--- config.mk ---
export PLATFORM = sky130hd
export DESIGN_NAME = rvfi_trace_top
export DESIGN_NICKNAME = d
export VERILOG_FILES = /design/src/rv_isa_pkg.sv /design/src/trace_pkg.sv /design/src/compressed_decoder.sv /design/src/rvfi_trace_top.sv /design/src/trace_arbiter.sv /design/src/trace_encoder.sv /design/src/trace_fifo.sv
export SDC_FILE = /design/constraint.sdc
export NUM_CORES = 2
export LEC_CHECK = 0
export BUFFER_PORTS_ARGS = -buffer_cell sky130_fd_sc_hd__buf_2
export CORE_ASPECT_RATIO = 1.4
export CORE_UTILIZATION = 40
export CTS_CLUSTER_SIZE = 8
export DETAILED_ROUTE_END_ITERATION = 16
export PLACE_DENSITY = 0.59
export REMOVE_ABC_BUFFERS = 1
export SYNTH_ARGS = -nofsm -noshare
export SYNTH_HDL_FRONTEND = slang
export SYNTH_SLANG_ARGS = --single-unit
--- constraint.sdc ---
create_clock -name clk_i -period 13.48 [get_ports clk_i]
set_clock_uncertainty 0.05 [all_clocks]
set_input_delay 1.348 -clock clk_i [delete_from_list [all_inputs] [get_ports clk_i]]
set_output_delay 1.348 -clock clk_i [all_outputs]
set_load 0.01 [all_outputs]
--- src/rv_isa_pkg.sv ---
/*
  RISC-V encoding definitions shared by the decoder and the trace encoder.
  Covers RV32I major opcodes and the integer RV32C quadrants only.
  Floating point and custom opcodes are not listed and fall into OPC_OTHER.
*/
package rv_isa_pkg;

  // Major opcodes, bits [6:0] of a 32-bit instruction
  typedef enum logic [6:0] {
    OPC_OTHER  = 7'b0000000,
    OPC_LOAD   = 7'b0000011,
    OPC_OP_IMM = 7'b0010011,
    OPC_AUIPC  = 7'b0010111,
    OPC_STORE  = 7'b0100011,
    OPC_OP     = 7'b0110011,
    OPC_LUI    = 7'b0110111,
    OPC_BRANCH = 7'b1100011,
    OPC_JALR   = 7'b1100111,
    OPC_JAL    = 7'b1101111,
    OPC_SYSTEM = 7'b1110011
  } opcode_e;

  // Immediate layout of an instruction, as carried in a trace record
  typedef enum logic [2:0] {
    FMT_NONE,
    FMT_I,
    FMT_S,
    FMT_B,
    FMT_U,
    FMT_J
  } imm_fmt_e;

  // Compressed quadrants, bits [1:0] of a 16-bit word
  localparam logic [1:0] C_Q0 = 2'b00;
  localparam logic [1:0] C_Q1 = 2'b01;
  localparam logic [1:0] C_Q2 = 2'b10;

  // funct3 values the RV32C expansion produces
  localparam logic [2:0] F3_ADD = 3'b000;
  localparam logic [2:0] F3_SLL = 3'b001;
  localparam logic [2:0] F3_W   = 3'b010;
  localparam logic [2:0] F3_XOR = 3'b100;
  localparam logic [2:0] F3_SR  = 3'b101;
  localparam logic [2:0] F3_OR  = 3'b110;
  localparam logic [2:0] F3_AND = 3'b111;

  localparam logic [4:0] REG_ZERO = 5'd0;
  localparam logic [4:0] REG_RA   = 5'd1;
  localparam logic [4:0] REG_SP   = 5'd2;

endpackage

--- src/trace_pkg.sv ---
/*
  Trace types shared along the retire path.
  The hart field is HART_W bits wide, so at most four harts can be traced.
  The cycle stamp is 16 bits and wraps.
*/
package trace_pkg;
  import rv_isa_pkg::*;

  localparam int HART_W  = 2;
  localparam int CYCLE_W = 16;

  // One retirement as presented by a hart
  typedef struct packed {
    logic [31:0] insn;
    logic [31:0] pc;
    logic [4:0]  rd_addr;
    logic [31:0] rd_wdata;
  } retire_t;

  // One trace record, insn holds the expanded instruction
  typedef struct packed {
    logic [HART_W-1:0]  hart;
    logic [CYCLE_W-1:0] cycle;
    logic [31:0]        pc;
    logic [31:0]        insn;
    logic               compressed;
    logic               illegal;
    imm_fmt_e           fmt;
    logic [31:0]        imm;
    logic [4:0]         rd_addr;
    logic [31:0]        rd_wdata;
  } trace_rec_t;

endpackage

--- src/compressed_decoder.sv ---
/*
  Combinational RV32C to RV32I expansion, integer subset only.
  Compressed floating-point loads and stores are reported as illegal.
  Only instr_i[15:0] is looked at for a compressed word. An illegal word is
  passed through unchanged.
*/
`timescale 1ns/1ps

module compressed_decoder
  import rv_isa_pkg::*;
(
  input  logic [31:0] instr_i,
  output logic [31:0] instr_o,
  output logic        is_compressed_o,
  output logic        illegal_o
);

  logic [31:0] exp;
  logic        illegal;

  always_comb begin
    illegal = 1'b0;
    exp = instr_i;
    case (instr_i[1:0])
      C_Q0: begin
        case (instr_i[15:13])
          3'b000: begin
            // c.addi4spn, zero immediate covers the all-zero halfword
            exp = {2'b00, instr_i[10:7], instr_i[12:11], instr_i[5], instr_i[6], 2'b00,
                   REG_SP, F3_ADD, 2'b01, instr_i[4:2], OPC_OP_IMM};
            if (instr_i[12:5] == 8'h00) illegal = 1'b1;
          end
          3'b010: begin
            exp = {5'b0, instr_i[5], instr_i[12:10], instr_i[6], 2'b00,
                   2'b01, instr_i[9:7], F3_W, 2'b01, instr_i[4:2], OPC_LOAD};
          end
          3'b110: begin
            exp = {5'b0, instr_i[5], instr_i[12], 2'b01, instr_i[4:2], 2'b01, instr_i[9:7],
                   F3_W, instr_i[11:10], instr_i[6], 2'b00, OPC_STORE};
          end
          default: illegal = 1'b1;
        endcase
      end

      C_Q1: begin
        case (instr_i[15:13])
          3'b000: begin
            exp = {{6{instr_i[12]}}, instr_i[12], instr_i[6:2], instr_i[11:7], F3_ADD,
                   instr_i[11:7], OPC_OP_IMM};
          end
          3'b001, 3'b101: begin
            // c.jal links to ra, c.j to x0
            exp = {instr_i[12], instr_i[8], instr_i[10:9], instr_i[6], instr_i[7], instr_i[2],
                   instr_i[11], instr_i[5:3], {9{instr_i[12]}}, 4'b0, ~instr_i[15], OPC_JAL};
          end
          3'b010: begin
            exp = {{6{instr_i[12]}}, instr_i[12], instr_i[6:2], REG_ZERO, F3_ADD,
                   instr_i[11:7], OPC_OP_IMM};
          end
          3'b011: begin
            if (instr_i[11:7] == REG_SP) begin
              // c.addi16sp
              exp = {{3{instr_i[12]}}, instr_i[4:3], instr_i[5], instr_i[2], instr_i[6], 4'b0,
                     REG_SP, F3_ADD, REG_SP, OPC_OP_IMM};
            end else begin
              exp = {{15{instr_i[12]}}, instr_i[6:2], instr_i[11:7], OPC_LUI};
            end
            if ({instr_i[12], instr_i[6:2]} == 6'b0) illegal = 1'b1;
          end
          3'b100: begin
            case (instr_i[11:10])
              2'b00, 2'b01: begin
                // c.srli and c.srai, shamt[5] is reserved on RV32
                exp = {1'b0, instr_i[10], 5'b0, instr_i[6:2], 2'b01, instr_i[9:7], F3_SR,
                       2'b01, instr_i[9:7], OPC_OP_IMM};
                if (instr_i[12]) illegal = 1'b1;
              end
              2'b10: begin
                exp = {{6{instr_i[12]}}, instr_i[12], instr_i[6:2], 2'b01, instr_i[9:7],
                       F3_AND, 2'b01, instr_i[9:7], OPC_OP_IMM};
              end
              default: begin
                exp = {1'b0, (instr_i[6:5] == 2'b00), 5'b0, 2'b01, instr_i[4:2],
                       2'b01, instr_i[9:7], F3_ADD, 2'b01, instr_i[9:7], OPC_OP};
                case (instr_i[6:5])
                  2'b01: exp[14:12] = F3_XOR;
                  2'b10: exp[14:12] = F3_OR;
                  2'b11: exp[14:12] = F3_AND;
                  default: exp[14:12] = F3_ADD;
                endcase
                // RV64 subw/addw space
                if (instr_i[12]) illegal = 1'b1;
              end
            endcase
          end
          default: begin
            // c.beqz / c.bnez
            exp = {{4{instr_i[12]}}, instr_i[6:5], instr_i[2], REG_ZERO, 2'b01, instr_i[9:7],
                   2'b00, instr_i[13], instr_i[11:10], instr_i[4:3], instr_i[12], OPC_BRANCH};
          end
        endcase
      end

      C_Q2: begin
        case (instr_i[15:13])
          3'b000: begin
            exp = {7'b0, instr_i[6:2], instr_i[11:7], F3_SLL, instr_i[11:7], OPC_OP_IMM};
            if (instr_i[12]) illegal = 1'b1;
          end
          3'b010: begin
            exp = {4'b0, instr_i[3:2], instr_i[12], instr_i[6:4], 2'b00, REG_SP, F3_W,
                   instr_i[11:7], OPC_LOAD};
            if (instr_i[11:7] == REG_ZERO) illegal = 1'b1;
          end
          3'b100: begin
            if (instr_i[6:2] != REG_ZERO) begin
              // c.mv adds to x0, c.add to rd
              exp = {7'b0, instr_i[6:2], instr_i[12] ? instr_i[11:7] : REG_ZERO, F3_ADD,
                     instr_i[11:7], OPC_OP};
            end else if (instr_i[12] && instr_i[11:7] == REG_ZERO) begin
              exp = {12'h001, 13'b0, OPC_SYSTEM};
            end else begin
              exp = {12'b0, instr_i[11:7], F3_ADD, instr_i[12] ? REG_RA : REG_ZERO, OPC_JALR};
              if (instr_i[11:7] == REG_ZERO) illegal = 1'b1;
            end
          end
          3'b110: begin
            exp = {4'b0, instr_i[8:7], instr_i[12], instr_i[6:2], REG_SP, F3_W,
                   instr_i[11:9], 2'b00, OPC_STORE};
          end
          default: illegal = 1'b1;
        endcase
      end

      default: exp = instr_i;
    endcase
  end

  assign is_compressed_o = (instr_i[1:0] != 2'b11);
  assign illegal_o       = illegal;
  assign instr_o         = illegal ? instr_i : exp;

endmodule

--- src/rvfi_trace_top.sv ---
/*
  Retirement trace unit: one encoder per hart, a round-robin arbiter and a
  shared record FIFO drained by the host over four-phase req/ack.
  NUM_HARTS is limited to 2**HART_W. FIFO_DEPTH must be a power of two.
*/
`timescale 1ns/1ps

module rvfi_trace_top
  import trace_pkg::*;
#(
  parameter int NUM_HARTS  = 2,
  parameter int FIFO_DEPTH = 8
) (
  input  logic       clk_i,
  input  logic       rst_ni,
  input  logic       retire_valid_i [NUM_HARTS],
  input  retire_t    retire_i       [NUM_HARTS],
  output logic       retire_ready_o [NUM_HARTS],
  output logic       out_req_o,
  output trace_rec_t out_rec_o,
  input  logic       out_ack_i
);

  logic       rec_req [NUM_HARTS];
  trace_rec_t rec     [NUM_HARTS];
  logic       rec_ack [NUM_HARTS];
  logic       push, full;
  trace_rec_t push_rec;

  for (genvar h = 0; h < NUM_HARTS; h++) begin : g_hart
    trace_encoder #(
      .HART_ID(h)
    ) u_enc (
      .clk_i         (clk_i),
      .rst_ni        (rst_ni),
      .retire_valid_i(retire_valid_i[h]),
      .retire_i      (retire_i[h]),
      .retire_ready_o(retire_ready_o[h]),
      .rec_req_o     (rec_req[h]),
      .rec_o         (rec[h]),
      .rec_ack_i     (rec_ack[h])
    );
  end

  trace_arbiter #(
    .NUM_HARTS(NUM_HARTS)
  ) u_arb (
    .clk_i     (clk_i),
    .rst_ni    (rst_ni),
    .req_i     (rec_req),
    .rec_i     (rec),
    .ack_o     (rec_ack),
    .push_o    (push),
    .push_rec_o(push_rec),
    .full_i    (full)
  );

  trace_fifo #(
    .FIFO_DEPTH(FIFO_DEPTH)
  ) u_fifo (
    .clk_i     (clk_i),
    .rst_ni    (rst_ni),
    .push_i    (push),
    .push_rec_i(push_rec),
    .full_o    (full),
    .out_req_o (out_req_o),
    .out_rec_o (out_rec_o),
    .out_ack_i (out_ack_i)
  );

endmodule

--- src/trace_arbiter.sv ---
/*
  Round-robin arbiter over the per-hart four-phase links.
  Each granted request is pushed once, then acked; ack stays high until that
  req falls. While the FIFO is full the granted port simply waits.
*/
`timescale 1ns/1ps

module trace_arbiter
  import trace_pkg::*;
#(
  parameter int NUM_HARTS = 2
) (
  input  logic       clk_i,
  input  logic       rst_ni,
  input  logic       req_i      [NUM_HARTS],
  input  trace_rec_t rec_i      [NUM_HARTS],
  output logic       ack_o      [NUM_HARTS],
  output logic       push_o,
  output trace_rec_t push_rec_o,
  input  logic       full_i
);

  localparam int IDX_W = (NUM_HARTS > 1) ? $clog2(NUM_HARTS) : 1;

  typedef enum logic [1:0] {IDLE, PUSH, ACK} arb_state_e;

  arb_state_e       state_q;
  logic [IDX_W-1:0] last_q, next_idx;
  logic             any_req;

  // First requester after the last grant, wrapping around
  always_comb begin
    int idx;
    any_req  = 1'b0;
    next_idx = last_q;
    for (int k = 1; k <= NUM_HARTS; k++) begin
      idx = int'(last_q) + k;
      if (idx >= NUM_HARTS) idx = idx - NUM_HARTS;
      if (!any_req && req_i[idx]) begin
        any_req  = 1'b1;
        next_idx = IDX_W'(idx);
      end
    end
  end

  always_ff @(posedge clk_i or negedge rst_ni) begin
    if (!rst_ni) begin
      state_q <= IDLE;
      last_q  <= IDX_W'(NUM_HARTS - 1);
    end else begin
      case (state_q)
        IDLE: begin
          if (any_req) begin
            last_q  <= next_idx;
            state_q <= PUSH;
          end
        end
        PUSH:    if (!full_i) state_q <= ACK;
        ACK:     if (!req_i[last_q]) state_q <= IDLE;
        default: state_q <= IDLE;
      endcase
    end
  end

  assign push_o     = (state_q == PUSH) && !full_i;
  assign push_rec_o = rec_i[last_q];

  always_comb begin
    for (int h = 0; h < NUM_HARTS; h++) begin
      ack_o[h] = (state_q == ACK) && (last_q == IDX_W'(h));
    end
  end

endmodule

--- src/trace_encoder.sv ---
/*
  Per-hart trace encoder. Two records can be in flight: stage 1 and the
  hand-off register. The stamp counts rising edges since reset release,
  starting at 0, and wraps at 2^16. The hand-off uses four-phase req/ack
  and never changes rec_o while rec_req_o is high.
*/
`timescale 1ns/1ps

module trace_encoder
  import rv_isa_pkg::*, trace_pkg::*;
#(
  parameter int HART_ID = 0
) (
  input  logic       clk_i,
  input  logic       rst_ni,
  input  logic       retire_valid_i,
  input  retire_t    retire_i,
  output logic       retire_ready_o,
  output logic       rec_req_o,
  output trace_rec_t rec_o,
  input  logic       rec_ack_i
);

  typedef enum logic [1:0] {IDLE, REQ, WAIT_ACK_LOW} hs_state_e;

  hs_state_e          state_q, state_d;
  logic [CYCLE_W-1:0] cycle_q;
  logic               s1_valid_q;
  retire_t            s1_ret_q;
  logic [CYCLE_W-1:0] s1_cycle_q;
  trace_rec_t         rec_q, rec_d;
  logic               hs_free, hs_load, accept;
  logic [31:0]        exp_insn;
  logic               is_compressed, is_illegal;
  opcode_e            opcode;
  imm_fmt_e           fmt;
  logic [31:0]        imm;

  // Hand-off register can take a record once the previous ack is low
  assign hs_free        = (state_q == IDLE) || (state_q == WAIT_ACK_LOW && !rec_ack_i);
  assign hs_load        = s1_valid_q && hs_free;
  assign retire_ready_o = !s1_valid_q || hs_free;
  assign accept         = retire_valid_i && retire_ready_o;

  always_ff @(posedge clk_i or negedge rst_ni) begin
    if (!rst_ni) begin
      cycle_q    <= '0;
      s1_valid_q <= 1'b0;
      state_q    <= IDLE;
    end else begin
      cycle_q <= cycle_q + 1'b1;
      state_q <= state_d;
      if (accept) s1_valid_q <= 1'b1;
      else if (hs_load) s1_valid_q <= 1'b0;
    end
  end

  always_ff @(posedge clk_i) begin
    if (accept) begin
      s1_ret_q   <= retire_i;
      s1_cycle_q <= cycle_q;
    end
    if (hs_load) rec_q <= rec_d;
  end

  compressed_decoder u_dec (
    .instr_i        (s1_ret_q.insn),
    .instr_o        (exp_insn),
    .is_compressed_o(is_compressed),
    .illegal_o      (is_illegal)
  );

  always_comb begin
    case (exp_insn[6:0])
      OPC_LOAD, OPC_STORE, OPC_BRANCH, OPC_JAL, OPC_JALR, OPC_OP_IMM, OPC_OP,
      OPC_LUI, OPC_AUIPC, OPC_SYSTEM: opcode = opcode_e'(exp_insn[6:0]);
      default: opcode = OPC_OTHER;
    endcase
  end

  // Immediate per format of the expanded word
  always_comb begin
    fmt = FMT_NONE;
    imm = '0;
    case (opcode)
      OPC_LOAD, OPC_JALR, OPC_OP_IMM: begin
        fmt = FMT_I;
        imm = {{20{exp_insn[31]}}, exp_insn[31:20]};
      end
      OPC_SYSTEM: begin
        fmt = FMT_I;
        imm = {20'b0, exp_insn[31:20]};
      end
      OPC_STORE: begin
        fmt = FMT_S;
        imm = {{20{exp_insn[31]}}, exp_insn[31:25], exp_insn[11:7]};
      end
      OPC_BRANCH: begin
        fmt = FMT_B;
        imm = {{20{exp_insn[31]}}, exp_insn[7], exp_insn[30:25], exp_insn[11:8], 1'b0};
      end
      OPC_LUI, OPC_AUIPC: begin
        fmt = FMT_U;
        imm = {exp_insn[31:12], 12'b0};
      end
      OPC_JAL: begin
        fmt = FMT_J;
        imm = {{12{exp_insn[31]}}, exp_insn[19:12], exp_insn[20], exp_insn[30:21], 1'b0};
      end
      default: ;
    endcase
  end

  always_comb begin
    rec_d.hart       = HART_W'(HART_ID);
    rec_d.cycle      = s1_cycle_q;
    rec_d.pc         = s1_ret_q.pc;
    rec_d.insn       = exp_insn;
    rec_d.compressed = is_compressed;
    rec_d.illegal    = is_illegal;
    rec_d.fmt        = fmt;
    rec_d.imm        = imm;
    rec_d.rd_addr    = s1_ret_q.rd_addr;
    rec_d.rd_wdata   = s1_ret_q.rd_wdata;
  end

  always_comb begin
    state_d = state_q;
    case (state_q)
      IDLE:         if (hs_load) state_d = REQ;
      REQ:          if (rec_ack_i) state_d = WAIT_ACK_LOW;
      WAIT_ACK_LOW: if (!rec_ack_i) state_d = hs_load ? REQ : IDLE;
      default:      state_d = IDLE;
    endcase
  end

  assign rec_req_o = (state_q == REQ);
  assign rec_o     = rec_q;

endmodule

--- src/trace_fifo.sv ---
/*
  Circular trace record buffer. FIFO_DEPTH must be a power of two, at least 2.
  A pushed record reaches out_req_o at the earliest one cycle later.
  Drain side is four-phase: pop on ack while req is high, next head only
  after ack has fallen. A push while full is dropped.
*/
`timescale 1ns/1ps

module trace_fifo
  import trace_pkg::*;
#(
  parameter int FIFO_DEPTH = 8
) (
  input  logic       clk_i,
  input  logic       rst_ni,
  input  logic       push_i,
  input  trace_rec_t push_rec_i,
  output logic       full_o,
  output logic       out_req_o,
  output trace_rec_t out_rec_o,
  input  logic       out_ack_i
);

  localparam int PTR_W = $clog2(FIFO_DEPTH);

  typedef enum logic [1:0] {IDLE, OFFER, WAIT_ACK_LOW} drain_state_e;

  drain_state_e     state_q;
  trace_rec_t       mem_q [FIFO_DEPTH];
  trace_rec_t       out_rec_q;
  logic [PTR_W-1:0] wr_ptr_q, rd_ptr_q;
  logic [PTR_W:0]   count_q;
  logic             do_push, do_pop, offer_load;

  assign full_o     = (count_q == (PTR_W + 1)'(FIFO_DEPTH));
  assign do_push    = push_i && !full_o;
  assign do_pop     = (state_q == OFFER) && out_ack_i;
  assign offer_load = (state_q == IDLE) && (count_q != '0);

  always_ff @(posedge clk_i) begin
    if (do_push) mem_q[wr_ptr_q] <= push_rec_i;
    if (offer_load) out_rec_q <= mem_q[rd_ptr_q];
  end

  always_ff @(posedge clk_i or negedge rst_ni) begin
    if (!rst_ni) begin
      wr_ptr_q <= '0;
      rd_ptr_q <= '0;
      count_q  <= '0;
      state_q  <= IDLE;
    end else begin
      if (do_push) wr_ptr_q <= wr_ptr_q + 1'b1;
      if (do_pop) rd_ptr_q <= rd_ptr_q + 1'b1;
      if (do_push && !do_pop) count_q <= count_q + 1'b1;
      else if (!do_push && do_pop) count_q <= count_q - 1'b1;
      case (state_q)
        IDLE:         if (offer_load) state_q <= OFFER;
        OFFER:        if (out_ack_i) state_q <= WAIT_ACK_LOW;
        WAIT_ACK_LOW: if (!out_ack_i) state_q <= IDLE;
        default:      state_q <= IDLE;
      endcase
    end
  end

  assign out_req_o = (state_q == OFFER);
  assign out_rec_o = out_rec_q;

endmodule

==> After elaboration in Yosys (flattened, before gate mapping) <==
Memory sizes are Yosys's and may differ from the RTL's. A register that Yosys moved wholly into a read port is not among the register bits.
Cells that the tools add are included.
Widths: inputs -> output; s select.
{ "word_totals": {"register_bits": 595, "ram_bits": 1248, "out_inout_bits": 159, "memories": 1} }
{ "op_classes": {"addsub": 10, "order_cmp": 5, "eq_ne": 89, "mux": 96, "bitwise": 6, "n_reduce_logical": 73} }
{ "memory_table": {"columns": ["memory", "depth", "width", "read_ports", "rd_ports_with_merged_regs", "write_ports", "line", "rtl"], "rows": [
  ["u_fifo.mem_q", 8, 156, 1, 1, 1, "trace_fifo.sv:29", "trace_rec_t mem_q [FIFO_DEPTH];"]
]} }
{ "ops": {"columns": ["cell", "n"], "rows": [
  ["$pmux 32 s3", 4],
  ["$pmux 32 s6", 2],
  ["$pmux 32 s5", 2],
  ["$mux 156", 2],
  ["$pmux 32 s4", 2],
  ["$mux 155", 1],
  ["$mux 32", 4],
  ["$pmux 32 s2", 2],
  ["$eq 7x7->1 const B", 16],
  ["$eq 7x6->1 const B", 10],
  ["$ge 32x2->1 const B", 2],
  ["$ge 32x3->1 const B", 2],
  ["$not 32->32", 2],
  ["$sub 32x3->32 const B", 2],
  ["$mux 29", 2],
  ["$eq 7x5->1 const B", 8],
  ["$mux 25", 2],
  ["$mux 21", 2],
  ["$mux 1", 37],
  ["$add 16x1->16 const B", 2],
  ["$pmux 3 s5", 2],
  ["$eq 7x2->1 const B", 4],
  ["$eq 2x2->1 const B", 12],
  ["$mux 2", 12],
  ["other kinds (40)", 143]
]} }

==> Logic depth before layout (Yosys ltp) <==
{ "depth": {"depth_word": 13, "mapped_depth": 13, "ltp_nobuf": 12} }

==> Modules after synthesis <==
A second synthesis with hierarchy kept.
{ "unflattened": {"hier_cells": 3778, "hier_area_um2": 78128.7} }
{ "modules_own_cells": {"columns": ["module", "n_inst", "cells_per_inst", "area_per_inst_um2"], "rows": [
  ["trace_fifo", 1, 2030, 52526.6],
  ["trace_encoder at g_hart[0].u_enc", 1, 423, 9550.4],
  ["trace_encoder at g_hart[1].u_enc", 1, 421, 9505.4],
  ["compressed_decoder", 2, 357, 2039.5],
  ["trace_arbiter", 1, 190, 2467.4]
]} }

==> Worst setup path before layout <==
Ideal clock, no wire load.
{ "synth_path": {"path_type": "register to register", "from": "register u_fifo.count_q[0]", "to": "memory u_fifo.mem_q[0][0] (netlist name) (enable)", "setup_time_ns": 0.859, "arrival_time_ns": 11.389, "required_ns": 12.571, "path_slack_ns": 1.182, "path_stages_with_launch": 7, "path_buffers": 0, "path_cell_list": "dfrtp_1 nor3_1 nand2_1 nand3b_1 inv_1 nand2b_1 nor3_1"} }
{ "synth_between": {"elab_chain_len": 6} }
{ "synth_lines": {"columns": ["item", "line", "rtl"], "rows": [
  ["start: declaration", "trace_fifo.sv:32", "logic [PTR_W:0] count_q;"],
  ["start signal: assignment", "trace_fifo.sv:54", "if (do_push && !do_pop) count_q <= count_q + 1'b1;"],
  ["start signal: assignment", "trace_fifo.sv:55", "else if (!do_push && do_pop) count_q <= count_q - 1'b1;"],
  ["$eq 4x4->1 *", "trace_fifo.sv:35", "assign full_o = (count_q == (PTR_W + 1)'(FIFO_DEPTH));"],
  ["$logic_not 1->1 *", "trace_arbiter.sv:65, trace_fifo.sv:36", null],
  ["$logic_and 1x1->1", "trace_arbiter.sv:65", "assign push_o = (state_q == PUSH) && !full_i;"],
  ["$logic_and 1x1->1 *", "trace_fifo.sv:36", "assign do_push = push_i && !full_o;"],
  ["named net u_fifo.do_push", "trace_fifo.sv:33", "logic do_push, do_pop, offer_load;"],
  ["$mux 1 *", "trace_fifo.sv:41", "if (do_push) mem_q[wr_ptr_q] <= push_rec_i;"],
  ["$mux 1 (not written as such) *", "trace_fifo.sv:41", null],
  ["end: declaration", "trace_fifo.sv:29", null]
]} }
Mark *: on every way through the listed nets, which the timed path passes. The rest lies on a longest branch.

==> Worst setup path after layout <==
{ "layout_path": {"from": "register g_hart[0].u_enc.s1_ret_q[70] (netlist name)", "to": "register g_hart[0].u_enc.rec_q, in the netlist g_hart[0].u_enc.rec_o[54] (data pin)"} }
{ "layout_between": {"elab_chain_len": 9, "word_cells_on_any_way": 32, "classes_between": "eq/ne: 21; mux: 7; reduce/logical: 4"} }
{ "layout_lines": {"columns": ["item", "line", "rtl"], "rows": [
  ["start: declaration", "trace_encoder.sv:29", "retire_t s1_ret_q;"],
  ["start signal: assignment", "trace_encoder.sv:60", "s1_ret_q <= retire_i;"],
  ["$eq 2x2->1, or another cell as far along", "compressed_decoder.sv:24", "case (instr_i[1:0])"],
  ["$pmux 32 s3 / $pmux 1 s3 (equally long branches)", "compressed_decoder.sv:24", null],
  ["$mux 32 *", "compressed_decoder.sv:141", "assign instr_o = illegal ? instr_i : exp;"],
  ["named net g_hart[0].u_enc.exp_insn[6]", "trace_encoder.sv:33", "logic [31:0] exp_insn;"],
  ["$eq 7x2->1, or another cell as far along", "trace_encoder.sv:74", "case (exp_insn[6:0])"],
  ["$reduce_or 10->1", "trace_encoder.sv:74", null],
  ["$mux 7 *", "trace_encoder.sv:74", null],
  ["$eq 7x2->1, or another cell as far along", "trace_encoder.sv:85", "case (opcode)"],
  ["$reduce_or 3->1 / $reduce_or 2->1 (equally long branches)", "trace_encoder.sv:85", null],
  ["$pmux 32 s6 *", "trace_encoder.sv:85", null],
  ["named net g_hart[0].u_enc.imm[17]", "trace_encoder.sv:37", "logic [31:0] imm;"],
  ["end signal: assignment", "trace_encoder.sv:63", "if (hs_load) rec_q <= rec_d;"],
  ["end: declaration", "trace_encoder.sv:31", "trace_rec_t rec_q, rec_d;"]
]} }
Marked as above.
A chain may end at the register's enable or synchronous reset.

==> results.sh <==
export IMPL_cp_arrival_ns=5.32
export IMPL_max_stage_delay_ns=0.97
export IMPL_worstHoldStart="g_hart[1].u_enc.rec_d[23]"
export IMPL_hold_path_class="reg -> reg"
export IMPL_r2r_slack_ns=8.75
export IMPL_cp_required_ns=14.07
export IMPL_htreeDepth=5
export IMPL_core_area_um2=189400
export IMPL_cts_buffers=291
export IMPL_leakagePower_uw=0.02951
export IMPL_mostFrequentLayoutCell="edfxtp_1"
export IMPL_clock_latency_ns=0.81
export IMPL_cts_hold_buf=0
export IMPL_rows=189
export IMPL_synth_enable_flop_cells=1937
export IMPL_finalSetupViolations=0
export IMPL_holdPathEnd="g_hart[1].u_enc.rec_o[23]"
export IMPL_overflow=0
export IMPL_synth_cell_types=89
export IMPL_root_buffer="clkbuf_16"
export IMPL_routedWlPerCell_um=26.48
export IMPL_gp_congestion=0.9195
export IMPL_maxSlewViolCount=0
export IMPL_slew_headroom_pct=21.69
export IMPL_switching_share_pct=29.43
export IMPL_crit_chain="inv_1, ha_1, buf_4, clkinv_1, nor3_1, a221oi_1, and3_1, buf_4, mux2_2, nor4b_2, nor2_1, inv_2, o2bb2ai_1"
export IMPL_initial_core_util_pct=40.29
export IMPL_first_global_vias=39830
export IMPL_holdPathStages=0
export IMPL_worstSetupPathType="reg -> reg"
export IMPL_cp_common_cell="buf_4"
export IMPL_n_fill_cell=15780
export IMPL_cpMaxStageDelayCell="nor4b_2"
export IMPL_remaining_drc_errors=0
export IMPL_max_cap_violations=0
export IMPL_syn_inst=3738
export IMPL_outcome="completed"
export IMPL_netlist_area_um2=76330
export IMPL_r2r_end="g_hart[0].u_enc.rec_o[54]"
export IMPL_tightest_slew_ns=1.167
export IMPL_firstDrtPassIters=5
export IMPL_synth_warnings=0
export IMPL_cp_top_family="simple AND/OR/NAND/NOR gates"
export IMPL_routed_via_density=5.472
export IMPL_fmax_mhz=211.6
export IMPL_fp_dieW_um=371.2
export IMPL_clockBufferDepth=4
export IMPL_cp_num_buf_inv=5
export IMPL_wl_mm=180.6
export IMPL_layout_common_cells="edfxtp_1 (1937), buf_2 (364), mux2_2 (319), mux4_2 (310), clkbuf_16 (294)"
export IMPL_grt_util_all_layers_pct=18.61
export IMPL_finalHoldViolations=0
export IMPL_syn_to_final_growth_pct=16.55
export IMPL_ys_ff_latch=1990
export IMPL_ys_async_sr_fraction_pct=2.663
export IMPL_cts_tree="built"
export IMPL_power_frac_comb_pct=25.2
export IMPL_final_nets=4502
export IMPL_p_clk_share_pct=29.8
export IMPL_postRouteAntennaNets=0
export IMPL_drive_gt1_share_pct=32.69
export IMPL_ios=366
export IMPL_fin_util_pct=46.96
export IMPL_worstRegToRegCells=13
export IMPL_die_y_um=518.9
export IMPL_ys_seq_area_share_pct=77.95
export IMPL_post_route_period_util_pct=35.05
export IMPL_p_int_uw=14960
export IMPL_avgSynthCellArea_um2=20.42
export IMPL_endpoint_kind="register"
export IMPL_port_buffers=364
export IMPL_seq_power_share_pct=45.0
export IMPL_first_iter_violations=2643
export IMPL_vias=37320
export IMPL_switching_power_uw=6241
export IMPL_startpoint_type="register"
export IMPL_total_power_uw=21200
export IMPL_critPathMaxFanout=25
export IMPL_power_density_nw_per_um2=238.4
export IMPL_die_area_um2=192600
export IMPL_rsz0062_at_grt="false"
export IMPL_post_dp_hpwl_mm=104.2
export IMPL_yosys_most_used_dff="edfxtp_1"
export IMPL_antenna_found_initial=2
export IMPL_finalSetupTns_ns=0
export IMPL_cts_sinks=1990
export IMPL_worstReg2RegStart="g_hart[0].u_enc.s1_ret_q[70]"
export IMPL_clkTransAtPathRegs_ns=0.05
export IMPL_ir_drop_mv=0.1556
export IMPL_cts_setup_buffers=0
export IMPL_grt_pass1_wl_mm=264.4
export IMPL_finalCriticalPeriod_ns=4.725
export IMPL_grt_start_max_net_pins=137
export IMPL_cts_resized=0
[power groups by stage]
stage | logic (uW) | clock network, uW | registers [uW]
floorplan | 3860 | 0 | 10300
finish | 5350 | 6320 | 9540
CTS | 5500 | 6500 | 9570
detailed placement | 5470 | 0 | 9670
global route | 5780 | 6720 | 9660
global placement | 5420 | 0 | 9630
[cell families after synthesis]
group	share of synthesized area, %
adders and majority gates	0.3049
DFF	77.95
buffers and inverters	1.308
muxes	14.15
and+or+nand+nor	2.516
AOI/OAI and AO/OA	3.315
other	0.004913
xor gates and xnor gates	0.4590
[worst max path at each step]
stage                                             from                         to  slack (ns)  cells past startpoint
after floorplan                     u_fifo.rd_ptr_q[0]        u_fifo.out_rec_o[0]        0.48                      2
final                     g_hart[0].u_enc.s1_ret_q[70]  g_hart[0].u_enc.rec_o[54]        8.75                     13
after detailed placement            u_fifo.rd_ptr_q[0]      u_fifo.out_rec_o[115]        8.66                      5
after global routing                u_fifo.rd_ptr_q[0]       u_fifo.out_rec_o[27]        8.36                      5
after CTS                           u_fifo.rd_ptr_q[0]       u_fifo.out_rec_o[34]        8.63                      5
after global placement              u_fifo.rd_ptr_q[0]      u_fifo.out_rec_o[120]        8.68                      5
[state kept, by name, indices dropped and copies added (netlist names)]
signal,count
u_fifo.wr_ptr_q,3
u_fifo.state_q,2
u_fifo.mem_q,1240
g_hart.u_enc.s1_cycle_q,32
u_arb.state_q,2
g_hart.u_enc.rec_o,308
u_fifo.out_rec_o,155
g_hart.u_enc.s1_ret_q,64
g_hart.u_enc.s1_valid_q,2
u_fifo.rd_ptr_q,3
g_hart.u_enc.cycle_q,32
g_hart.u_enc.state_q,4
g_hart.u_enc.rec_d,138
u_fifo.count_q,4
u_arb.last_q,1
[stage by stage]
stage / std cells / instance area [um2] / hold WS [ns] / worst slack, ns
after floorplan: 3546 / 75570 / 0.3503 / 0.4849
after global placement: 6467 / 81240 / 0.3505 / 8.682
after detailed placement: 6467 / 81240 / 0.3545 / 8.661
after CTS: 6818 / 88950 / 0.3484 / 8.628
after global routing: 6819 / 88950 / 0.3481 / 8.365
final: 6820 / 88950 / 0.3447 / 8.755
[synth_stat cells (10+ instances only)]
| library cell | instances | share of area [%] |
|---|---|---|
| clkbuf_1 | 132 | 0.65 |
| nand2b_1 | 20 | 0.16 |
| a21oi_1 | 65 | 0.43 |
| inv_1 | 60 | 0.30 |
| o22ai_1 | 11 | 0.090 |
| nand3_1 | 37 | 0.24 |
| mux4_2 | 310 | 9.1 |
| and2_1 | 13 | 0.11 |
| xnor2_1 | 31 | 0.36 |
| a31oi_1 | 22 | 0.18 |
| mux2i_1 | 20 | 0.26 |
| buf_1 | 43 | 0.21 |
| nor2_1 | 85 | 0.42 |
| and3_1 | 10 | 0.082 |
| mux2_2 | 319 | 4.7 |
| nor2b_1 | 21 | 0.17 |
| a22oi_1 | 18 | 0.18 |
| ha_1 | 17 | 0.28 |
| nand4_1 | 13 | 0.11 |
| nor3_1 | 19 | 0.12 |
| dfrtp_1 | 52 | 1.7 |
| nand2_1 | 156 | 0.77 |
| buf_2 | 12 | 0.079 |
| o21ai_0 | 119 | 0.78 |
| a22o_1 | 14 | 0.16 |
| edfxtp_1 | 1937 | 76 |
| o2bb2ai_1 | 13 | 0.15 |
| a21o_1 | 11 | 0.11 |
[layout make-up]
| cell class | instances | area [um2] | area share [%] |
|---|---|---|---|
| clock inverter | 20 | 211.5 | 0.2377 |
| clock buffer | 331 | 7496 | 8.427 |
| inverter | 64 | 240.2 | 0.2701 |
| tap | 2483 | 3107 | 3.493 |
| multi-input combinational | 1492 | 15910 | 17.88 |
| antenna | 2 | 5.005 | 0.005626 |
| timing repair buffer | 438 | 2477 | 2.785 |
| sequential | 1990 | 59510 | 66.90 |
[routing by layer]
layer  up-vias  share of wire [%]  global-route usage [%]  wire [um]
met4         0                2.8                   6.050       5066
li1      16210                  -                       -          -
met5         -                  0                       0          0
met3       313                5.9                   3.485      10740
met2      1259                 50                   31.54      91040
met1     19540                 41                   24.01      73760
Note: power is estimated with default switching activity, not from simulation.
